<file path="src/hw/s16_pkg.sv">
// System 16A main CPU glue definitions
// memory map codes, game ids, idle values and the bus, select and cabinet types
package s16_pkg;

    // address bits 23..22
    localparam logic [1:0] REGION_ROM   = 2'd0;
    localparam logic [1:0] REGION_41_44 = 2'd1;
    localparam logic [1:0] REGION_84    = 2'd2;
    localparam logic [1:0] REGION_C     = 2'd3;

    // address bits 18..16
    localparam logic [2:0] BANK_VRAM  = 3'd0;
    localparam logic [2:0] BANK_CHAR  = 3'd1;
    localparam logic [2:0] BANK_IO_LO = 3'd4;
    localparam logic [2:0] BANK_IO_HI = 3'd5;
    localparam logic [2:0] BANK_WDOG  = 3'd6;
    localparam logic [2:0] BANK_RAM   = 3'd7;

    // address bits 13..12 inside the I/O window
    localparam logic [1:0] IO_SLOT_PPI = 2'd0;
    localparam logic [1:0] IO_SLOT_CAB = 2'd1;
    localparam logic [1:0] IO_SLOT_DIP = 2'd2;

    // Passing Shot family, everything else is a standard cabinet
    localparam logic [7:0] GAME_PASSSHT  = 8'h01;
    localparam logic [7:0] GAME_PASSSHT2 = 8'h02;
    localparam logic [7:0] GAME_PASSSHT3 = 8'h03;

    localparam logic [15:0] BUS_IDLE_WORD = 16'hffff;
    localparam logic [7:0]  CAB_IDLE_BYTE = 8'hff;

    // memory map view of A[23:1]
    typedef struct packed {
        logic [1:0]  region; // A23..22
        logic [2:0]  mid;    // A21..19, not decoded
        logic [2:0]  bank;   // A18..16
        logic [14:0] low;    // A15..1
    } cpu_map_t;

    // I/O view of A[23:1]
    typedef struct packed {
        logic [9:0] hi_fill;  // A23..14
        logic [1:0] io_slot;  // A13..12
        logic [8:0] mid_fill; // A11..3
        logic [1:0] io_reg;   // A2..1
    } cpu_io_t;

    typedef union packed {
        cpu_map_t map;
        cpu_io_t  io;
    } cpu_addr_u;

    typedef struct packed {
        cpu_addr_u  addr;
        logic       as_n;
        logic       uds_n;
        logic       lds_n;
        logic       rnw;
        logic [2:0] fc;
    } cpu_bus_t;

    typedef struct packed {
        logic rom;
        logic chr;
        logic obj;
        logic pal;
        logic io;
        logic wdog;
        logic vram;
        logic ram;
    } chip_sel_t;

    typedef struct packed {
        logic [7:0] joy1;
        logic [7:0] joy2;
        logic [7:0] joy3;
        logic [7:0] joy4;
        logic [3:0] start;
        logic [1:0] coin;
        logic       service;
        logic       dip_test;
        logic [7:0] dipsw_a;
        logic [7:0] dipsw_b;
    } cab_in_t;

endpackage

</file>
<file path="src/hw/s16_addr_decode.sv">
// System 16A memory map decoder
// registers one chip select per window while AS is low, bus error otherwise
`timescale 1ns/1ps

module s16_addr_decode
    import s16_pkg::*;
(
    input  logic      clk,
    input  logic      rst,
    input  cpu_bus_t  cpu,
    output chip_sel_t sel,
    output logic      berr_n
);

    logic [1:0] region;
    logic [2:0] bank;
    logic       ds;       // any data strobe active
    logic       vram_win;
    logic       ram_win;
    logic       hit;
    chip_sel_t  win;

    assign region = cpu.addr.map.region;
    assign bank   = cpu.addr.map.bank;
    assign ds     = ~(cpu.uds_n & cpu.lds_n);

    assign vram_win = region[0] && bank == BANK_VRAM;      // 40
    assign ram_win  = region == REGION_C && bank == BANK_RAM; // c7

    always_comb begin
        win      = '0;
        win.rom  = region == REGION_ROM && !bank[2];        // 00-03
        win.chr  = region[0] && bank == BANK_CHAR;          // 41
        win.obj  = region == REGION_41_44 && bank[2];       // 44
        win.pal  = region == REGION_84 && bank[2];          // 84
        win.io   = region == REGION_C &&
                   (bank == BANK_IO_LO || bank == BANK_IO_HI); // c4-c5
        win.wdog = region == REGION_C && bank == BANK_WDOG; // c6
        win.vram = vram_win && ds;
        win.ram  = ram_win && ds;
    end

    // a window hit counts even before the strobes arrive on a write
    assign hit = |{win.rom, win.chr, win.obj, win.pal, win.io, win.wdog,
                   vram_win, ram_win};

    always_ff @(posedge clk or posedge rst) begin
        if (rst) begin
            sel    <= '0;
            berr_n <= 1'b1;
        end else if (!cpu.as_n) begin
            sel    <= win;
            berr_n <= hit;
        end else begin
            sel    <= '0;
            berr_n <= 1'b1;
        end
    end

endmodule

</file>
<file path="src/hw/s16_cab_io.sv">
// System 16A cabinet inputs
// coin/start word, sorted joysticks, DIP switches and the Passing Shot port counter
`timescale 1ns/1ps

module s16_cab_io
    import s16_pkg::*;
(
    input  logic       clk,
    input  logic       rst,
    input  logic       io_cs,
    input  cpu_addr_u  addr,
    input  logic [7:0] game_id,
    input  cab_in_t    cab,
    output logic [7:0] cab_dout
);

    logic       io_cs_q;
    logic       io_rise;   // start of a new I/O access
    logic       pass_game;
    logic [1:0] port_cnt;
    logic [1:0] cnt_adv;
    logic [1:0] pass_sel;  // port shown on this access
    logic [1:0] slot;
    logic [1:0] io_reg;
    logic [7:0] pass_joy_sel;
    logic [7:0] rd_byte;

    // board wiring of the joystick bits on standard games
    function automatic logic [7:0] sort_joy(input logic [7:0] j);
        sort_joy = {j[1], j[0], j[3], j[2], j[7], j[5], j[4], j[6]};
    endfunction

    function automatic logic [7:0] pass_joy(input logic [7:0] j);
        pass_joy = {j[7:4], j[1], j[0], j[3], j[2]};
    endfunction

    assign slot    = addr.io.io_slot;
    assign io_reg  = addr.io.io_reg;
    assign io_rise = io_cs & ~io_cs_q;

    assign pass_game = game_id == GAME_PASSSHT  ||
                       game_id == GAME_PASSSHT2 ||
                       game_id == GAME_PASSSHT3;

    assign cnt_adv  = port_cnt + 2'd1;
    assign pass_sel = io_rise ? cnt_adv : port_cnt; // advance before reading

    always_comb begin
        case (pass_sel)
            2'd1:    pass_joy_sel = pass_joy(cab.joy1);
            2'd2:    pass_joy_sel = pass_joy(cab.joy2);
            2'd3:    pass_joy_sel = pass_joy(cab.joy3);
            default: pass_joy_sel = pass_joy(cab.joy4);
        endcase
    end

    always_comb begin
        rd_byte = CAB_IDLE_BYTE;
        case (slot)
            IO_SLOT_PPI: rd_byte = CAB_IDLE_BYTE; // no 8255 fitted
            IO_SLOT_CAB: begin
                case (io_reg)
                    2'd0: begin
                        rd_byte = {2'b11, cab.start[1:0], cab.service, cab.dip_test,
                                   cab.coin};
                        if (pass_game) begin
                            rd_byte[7:6] = cab.start[3:2]; // players 3 and 4
                        end
                    end
                    2'd1:    rd_byte = pass_game ? pass_joy_sel : sort_joy(cab.joy1);
                    2'd3:    rd_byte = sort_joy(cab.joy2);
                    default: rd_byte = CAB_IDLE_BYTE;
                endcase
            end
            IO_SLOT_DIP: rd_byte = io_reg[0] ? cab.dipsw_b : cab.dipsw_a;
            default:     rd_byte = CAB_IDLE_BYTE;
        endcase
    end

    always_ff @(posedge clk or posedge rst) begin
        if (rst) begin
            io_cs_q  <= 1'b0;
            port_cnt <= 2'd0;
        end else begin
            io_cs_q <= io_cs;
            if (io_rise && pass_game && slot == IO_SLOT_CAB) begin
                if (io_reg == 2'd0) begin
                    port_cnt <= 2'd0;    // coin read restarts the scan
                end else if (io_reg == 2'd1) begin
                    port_cnt <= cnt_adv;
                end
            end
        end
    end

    always_ff @(posedge clk or posedge rst) begin
        if (rst) begin
            cab_dout <= CAB_IDLE_BYTE;
        end else begin
            cab_dout <= io_cs ? rd_byte : CAB_IDLE_BYTE;
        end
    end

endmodule

</file>
<file path="src/hw/s16_data_mux.sv">
// read data selection toward the main CPU
// registered, fixed priority over the chip selects
`timescale 1ns/1ps

module s16_data_mux
    import s16_pkg::*;
(
    input  logic        clk,
    input  logic        rst,
    input  chip_sel_t   sel,
    input  logic [15:0] rom_data,
    input  logic [15:0] ram_data,
    input  logic [15:0] char_dout,
    input  logic [15:0] pal_dout,
    input  logic [15:0] obj_dout,
    input  logic [7:0]  cab_dout,
    output logic [15:0] cpu_din
);

    logic [15:0] rd_word;

    always_comb begin
        if (sel.ram || sel.vram) begin
            rd_word = ram_data;          // work RAM and VRAM share one port
        end else if (sel.rom) begin
            rd_word = rom_data;
        end else if (sel.chr) begin
            rd_word = char_dout;
        end else if (sel.pal) begin
            rd_word = pal_dout;
        end else if (sel.obj) begin
            rd_word = obj_dout;
        end else if (sel.io) begin
            rd_word = {8'hff, cab_dout}; // 8-bit peripherals on the low byte
        end else begin
            rd_word = BUS_IDLE_WORD;     // watchdog and unmapped
        end
    end

    always_ff @(posedge clk or posedge rst) begin
        if (rst) begin
            cpu_din <= BUS_IDLE_WORD;
        end else begin
            cpu_din <= rd_word;
        end
    end

endmodule

</file>
<file path="src/hw/s16_irq_ctrl.sv">
// vertical blank interrupt for the main CPU
// request on the vint rising edge, cleared by the acknowledge cycle
`timescale 1ns/1ps

module s16_irq_ctrl (
    input  logic       clk,
    input  logic       rst,
    input  logic       vint,
    input  logic [2:0] fc,
    input  logic       as_n,
    output logic [2:0] ipl_n
);

    logic vint_q;
    logic vint_qq;
    logic vint_rise;
    logic inta;   // interrupt acknowledge cycle
    logic irq;

    assign vint_rise = vint_q & ~vint_qq;
    assign inta      = &fc & ~as_n;

    always_ff @(posedge clk or posedge rst) begin
        if (rst) begin
            vint_q  <= 1'b0;
            vint_qq <= 1'b0;
            irq     <= 1'b0;
        end else begin
            vint_q  <= vint;
            vint_qq <= vint_q;
            if (inta) begin
                irq <= 1'b0;  // ack wins over a new edge
            end else if (vint_rise) begin
                irq <= 1'b1;
            end
        end
    end

    assign ipl_n = {~irq, 2'b11}; // lower lines unused

endmodule

</file>
<file path="src/hw/s16_main_bus.sv">
// System 16A main CPU glue top level
// address decoder, cabinet inputs, vblank interrupt and read data mux
`timescale 1ns/1ps

module s16_main_bus
    import s16_pkg::*;
(
    input  logic        clk,
    input  logic        rst,
    // 68000 side
    input  cpu_bus_t    cpu,
    output logic [15:0] cpu_din,
    output logic        berr_n,
    output logic [2:0]  ipl_n,
    // memory and video read data
    input  logic [15:0] rom_data,
    input  logic [15:0] ram_data,
    input  logic [15:0] char_dout,
    input  logic [15:0] pal_dout,
    input  logic [15:0] obj_dout,
    // cabinet and control
    input  cab_in_t     cab,
    input  logic [7:0]  game_id,
    input  logic        vint,
    // memory enables
    output chip_sel_t   sel
);

    logic [7:0] cab_dout;

    s16_addr_decode u_decode (
        .clk    (clk),
        .rst    (rst),
        .cpu    (cpu),
        .sel    (sel),
        .berr_n (berr_n)
    );

    s16_cab_io u_cab (
        .clk      (clk),
        .rst      (rst),
        .io_cs    (sel.io),
        .addr     (cpu.addr),
        .game_id  (game_id),
        .cab      (cab),
        .cab_dout (cab_dout)
    );

    s16_irq_ctrl u_irq (
        .clk   (clk),
        .rst   (rst),
        .vint  (vint),
        .fc    (cpu.fc),
        .as_n  (cpu.as_n),
        .ipl_n (ipl_n)
    );

    s16_data_mux u_mux (
        .clk       (clk),
        .rst       (rst),
        .sel       (sel),
        .rom_data  (rom_data),  // no decryption on this board
        .ram_data  (ram_data),
        .char_dout (char_dout),
        .pal_dout  (pal_dout),
        .obj_dout  (obj_dout),
        .cab_dout  (cab_dout),
        .cpu_din   (cpu_din)
    );

endmodule

</file>
<file path="config.mk">
export PLATFORM = sky130hd
export DESIGN_NAME = s16_main_bus
export DESIGN_NICKNAME = d
export VERILOG_FILES = /design/src/hw/s16_pkg.sv /design/src/hw/s16_addr_decode.sv /design/src/hw/s16_cab_io.sv /design/src/hw/s16_data_mux.sv /design/src/hw/s16_irq_ctrl.sv /design/src/hw/s16_main_bus.sv
export SDC_FILE = /design/constraint.sdc
export NUM_CORES = 1
export LEC_CHECK = 0
export BUFFER_PORTS_ARGS = -buffer_cell sky130_fd_sc_hd__clkbuf_2
export CORE_ASPECT_RATIO = 0.6
export CORE_MARGIN = 2
export CORE_UTILIZATION = 41
export DETAILED_ROUTE_END_ITERATION = 6
export PLACE_DENSITY = 0.82
export SLEW_MARGIN = 20
export SYNTH_ARGS = -nofsm -noshare
export SYNTH_HDL_FRONTEND = slang
export SYNTH_SLANG_ARGS = --single-unit
</file>
<file path="constraint.sdc">
create_clock -name clk -period 2.36 [get_ports clk]
set_input_delay 0.118 -clock clk [delete_from_list [all_inputs] [get_ports clk]]
set_output_delay 0.118 -clock clk [all_outputs]
set_load 0.1 [all_outputs]
</file>
==> impl_metrics.toml <==
[timing]
tightest_slew_ps = 715
period_minus_slack_ps = 2080
slew_headroom = 0.520
setup_viol = 0
fin_setup_tns_ps = 0
max_freq_mhz = 481
fin_crit_sh = 0.882
hold_viol_final = 0
fin_skew_ps = 8.68
setup_ws_ps = 279
rsz0062_at_grt = "false"
hold_slack_ps = 18.0
maxSlewViolCount = 0

[synthesis]
yosys.area.top_type = "dfstp_2"
synth_common_cells = "54 x o21ai_0, 37 x nand2_1, 25 x dfstp_2, 24 x nor2_1, 20 x o22ai_1"
yosysMostFrequentCell = "o21ai_0"
synth_seq_cells = 39
synth_edf_count = 0
yosysSeqAreaShare = 0.373
netlist_area_mm2 = 0.00270
synth_async_sr_flop_share = 1.00
synth_top_area_share = 0.243
synth_ff_type = "dfstp_2"
yosys-top-cells-area = "dfstp_2 24%, dfrtp_1 13%, o21ai_0 10%, mux2_2 5.4%, nand2_1 5.1%"
synth_cell_types = 47
synthCells = 329
yosysWarnings = 0
avgSynthCellArea_um2 = 8.21

[setup_path]
rr_startpoint = "u_cab.io_cs_q"
crit_path_end_kind = "flop"
required_ps = 2520
arrival_ps = 2240
critPathKind = "flop to flop"
startpoint_type = "flop"
setup.worst_path.start = "u_cab.io_cs_q"
worst-path-max-fanout = 8

[cts]
htree_levels = 2
clockBufferDepth = 2
post_cts.repair.setup_buffers = 0
cts_made_buffers = 5
cts.hold.buffers_added = 2
cts_tree = "yes"
cts_resized = 0
clock_sinks = 39
clk_latency_ps = 280
cts_root_buf = "clkbuf_8"
clk_pin_slew_ps = 80

[hold_path]
hold_path_class = "primary input to flop"
min-delay-start = "ram_data[14]"

[cells_and_area]
nFillCells = 572
drive_above_1_share = 0.486
fin_area_mm2 = 0.00379
antennaDiodeCount = 0
final_nets = 686
final_cells = 592
syn_to_final_growth_pct = 40.5

[grt]
grt_pass1_wl_mm = 14.1
grt-ovfl-total = 0
grt_pass1_vias = 3048
track_usage = 0.253
grt_antenna_before_repair = 0
grt_max_degree = 40

[floorplan]
rows = 22
core_area_mm2 = 0.00625
die-area_mm2 = 0.00728
initial_core_util = 0.432
die_x_um = 109
io_pins = 205
die_y_um = 66.9

[drt]
wl_per_cell_um = 15.6
first_pass_iters = 5
routed_wl_mm = 9.25
drc = 0
dr.first_iter.drc_count = 180
via_per_inst = 5.45
ant_nets = 0
vias = 3227

[place]
pre_cts_slack_ps = 283
dp.cells = 582
portBuffers = 187
place_area_mm2 = 0.00369
dp_hpwl_mm = 7.59
routabilityCongestion = 0.943

[power]
peakVddDrop_mv = 0.286
leakagePower_nw = 1.84
power.density_mw_per_mm2 = 454

[run]
max-cap-violations = 0

[run_status]
status = "finished clean"
==> layer usage <==
layer / vias up / global-route usage / share of wire
li1: 1558 / - / -
met4: 0 / 0.0337 / 0.0049
met2: 165 / 0.429 / 0.47
met3: 8 / 0.0509 / 0.085
met1: 1496 / 0.344 / 0.44
met5: - / 0 / 0
==> final timing paths <==
path | endpoint | slack, ps | cells past startpoint
max | u_cab.cab_dout[2] | 280 | 5
min | u_mux.cpu_din[14] | 20 | 3
max reg2reg | u_cab.cab_dout[2] | 280 | 5
min reg2reg | u_irq.vint_qq | 390 | 0
max in group asynchronous | u_cab.cab_dout[4] | 1500 | 4
min in group asynchronous | u_decode.sel[1] | 480 | 4
==> final cells by class <==
class                   count  area (um^2)  area share
flip-flops and latches     39         1010       0.265
clock buffers               6         72.6      0.0191
repair buffers            197         1020       0.268
well taps                  84          105      0.0277
multi-input cells         252         1540       0.405
clock inverters             2         12.5     0.00330
inverters                  12         45.0      0.0119
==> state kept, by name (all words and copies together), names as in the netlist <==
| register | flops |
|---|---|
| u_cab.cab_dout | 8 |
| u_cab.io_cs_q | 1 |
| u_cab.port_cnt | 2 |
| u_decode.berr_n | 1 |
| u_decode.sel | 8 |
| u_irq.irq | 1 |
| u_irq.vint_q | 1 |
| u_irq.vint_qq | 1 |
| u_mux.cpu_din | 16 |
==> metrics by stage <==
stage,utilization,power (mW)
3_3_place_gp,0.591,1.28
2_1_floorplan,-,1.09
3_5_place_dp,0.591,1.29
5_1_grt,0.607,1.80
6_report,0.607,1.72
4_1_cts,0.607,1.73
==> cell usage in the layout, fill, tap and decap left out, types with 3 or more instances in the layout <==
master    count
clkbuf_2    187
o21ai_0      54
nand2_1      37
dfstp_2      25
nor2_1       24
o22ai_1      20
a21oi_1      19
dfrtp_1      14
mux2_2       13
inv_1        12
o211ai_1     11
mux2i_1      10
and3_1        8
buf_4         8
nand2b_1      7
a221o_1       6
clkbuf_8      5
nor3_1        4
or2_2         3
nor4b_1       3
==> power by group <==
| part | internal [mW] | switching [mW] | total [mW] | leakage [nW] |
|---|---|---|---|---|
| clock | 0.207 | 0.232 | 0.439 | 0.0412 |
| combinational | 0.176 | 0.377 | 0.553 | 1.35 |
| sequential | 0.717 | 0.0133 | 0.731 | 0.444 |
| total | 1.10 | 0.622 | 1.72 | 1.84 |
==> critical path: stages (launching register included) <==
cell     delay (ps)
dfrtp_1         400
nor2b_1         450
xnor2_1         410
a211o_2         230
a21oi_1          50
o41ai_1         410
==> logic make-up after synthesis <==
logic type | share of synthesized area
multiplexers | 0.0912
adder cells (fa/ha/maj) | 0.00926
XOR/XNOR | 0.00324
other | 0.00139
flip-flops | 0.373
AO/OA/AOI/OAI | 0.292
buffers and inverters | 0.0597
AND/OR/NAND/NOR | 0.170
Note: power is estimated with default switching activity, not from simulation.
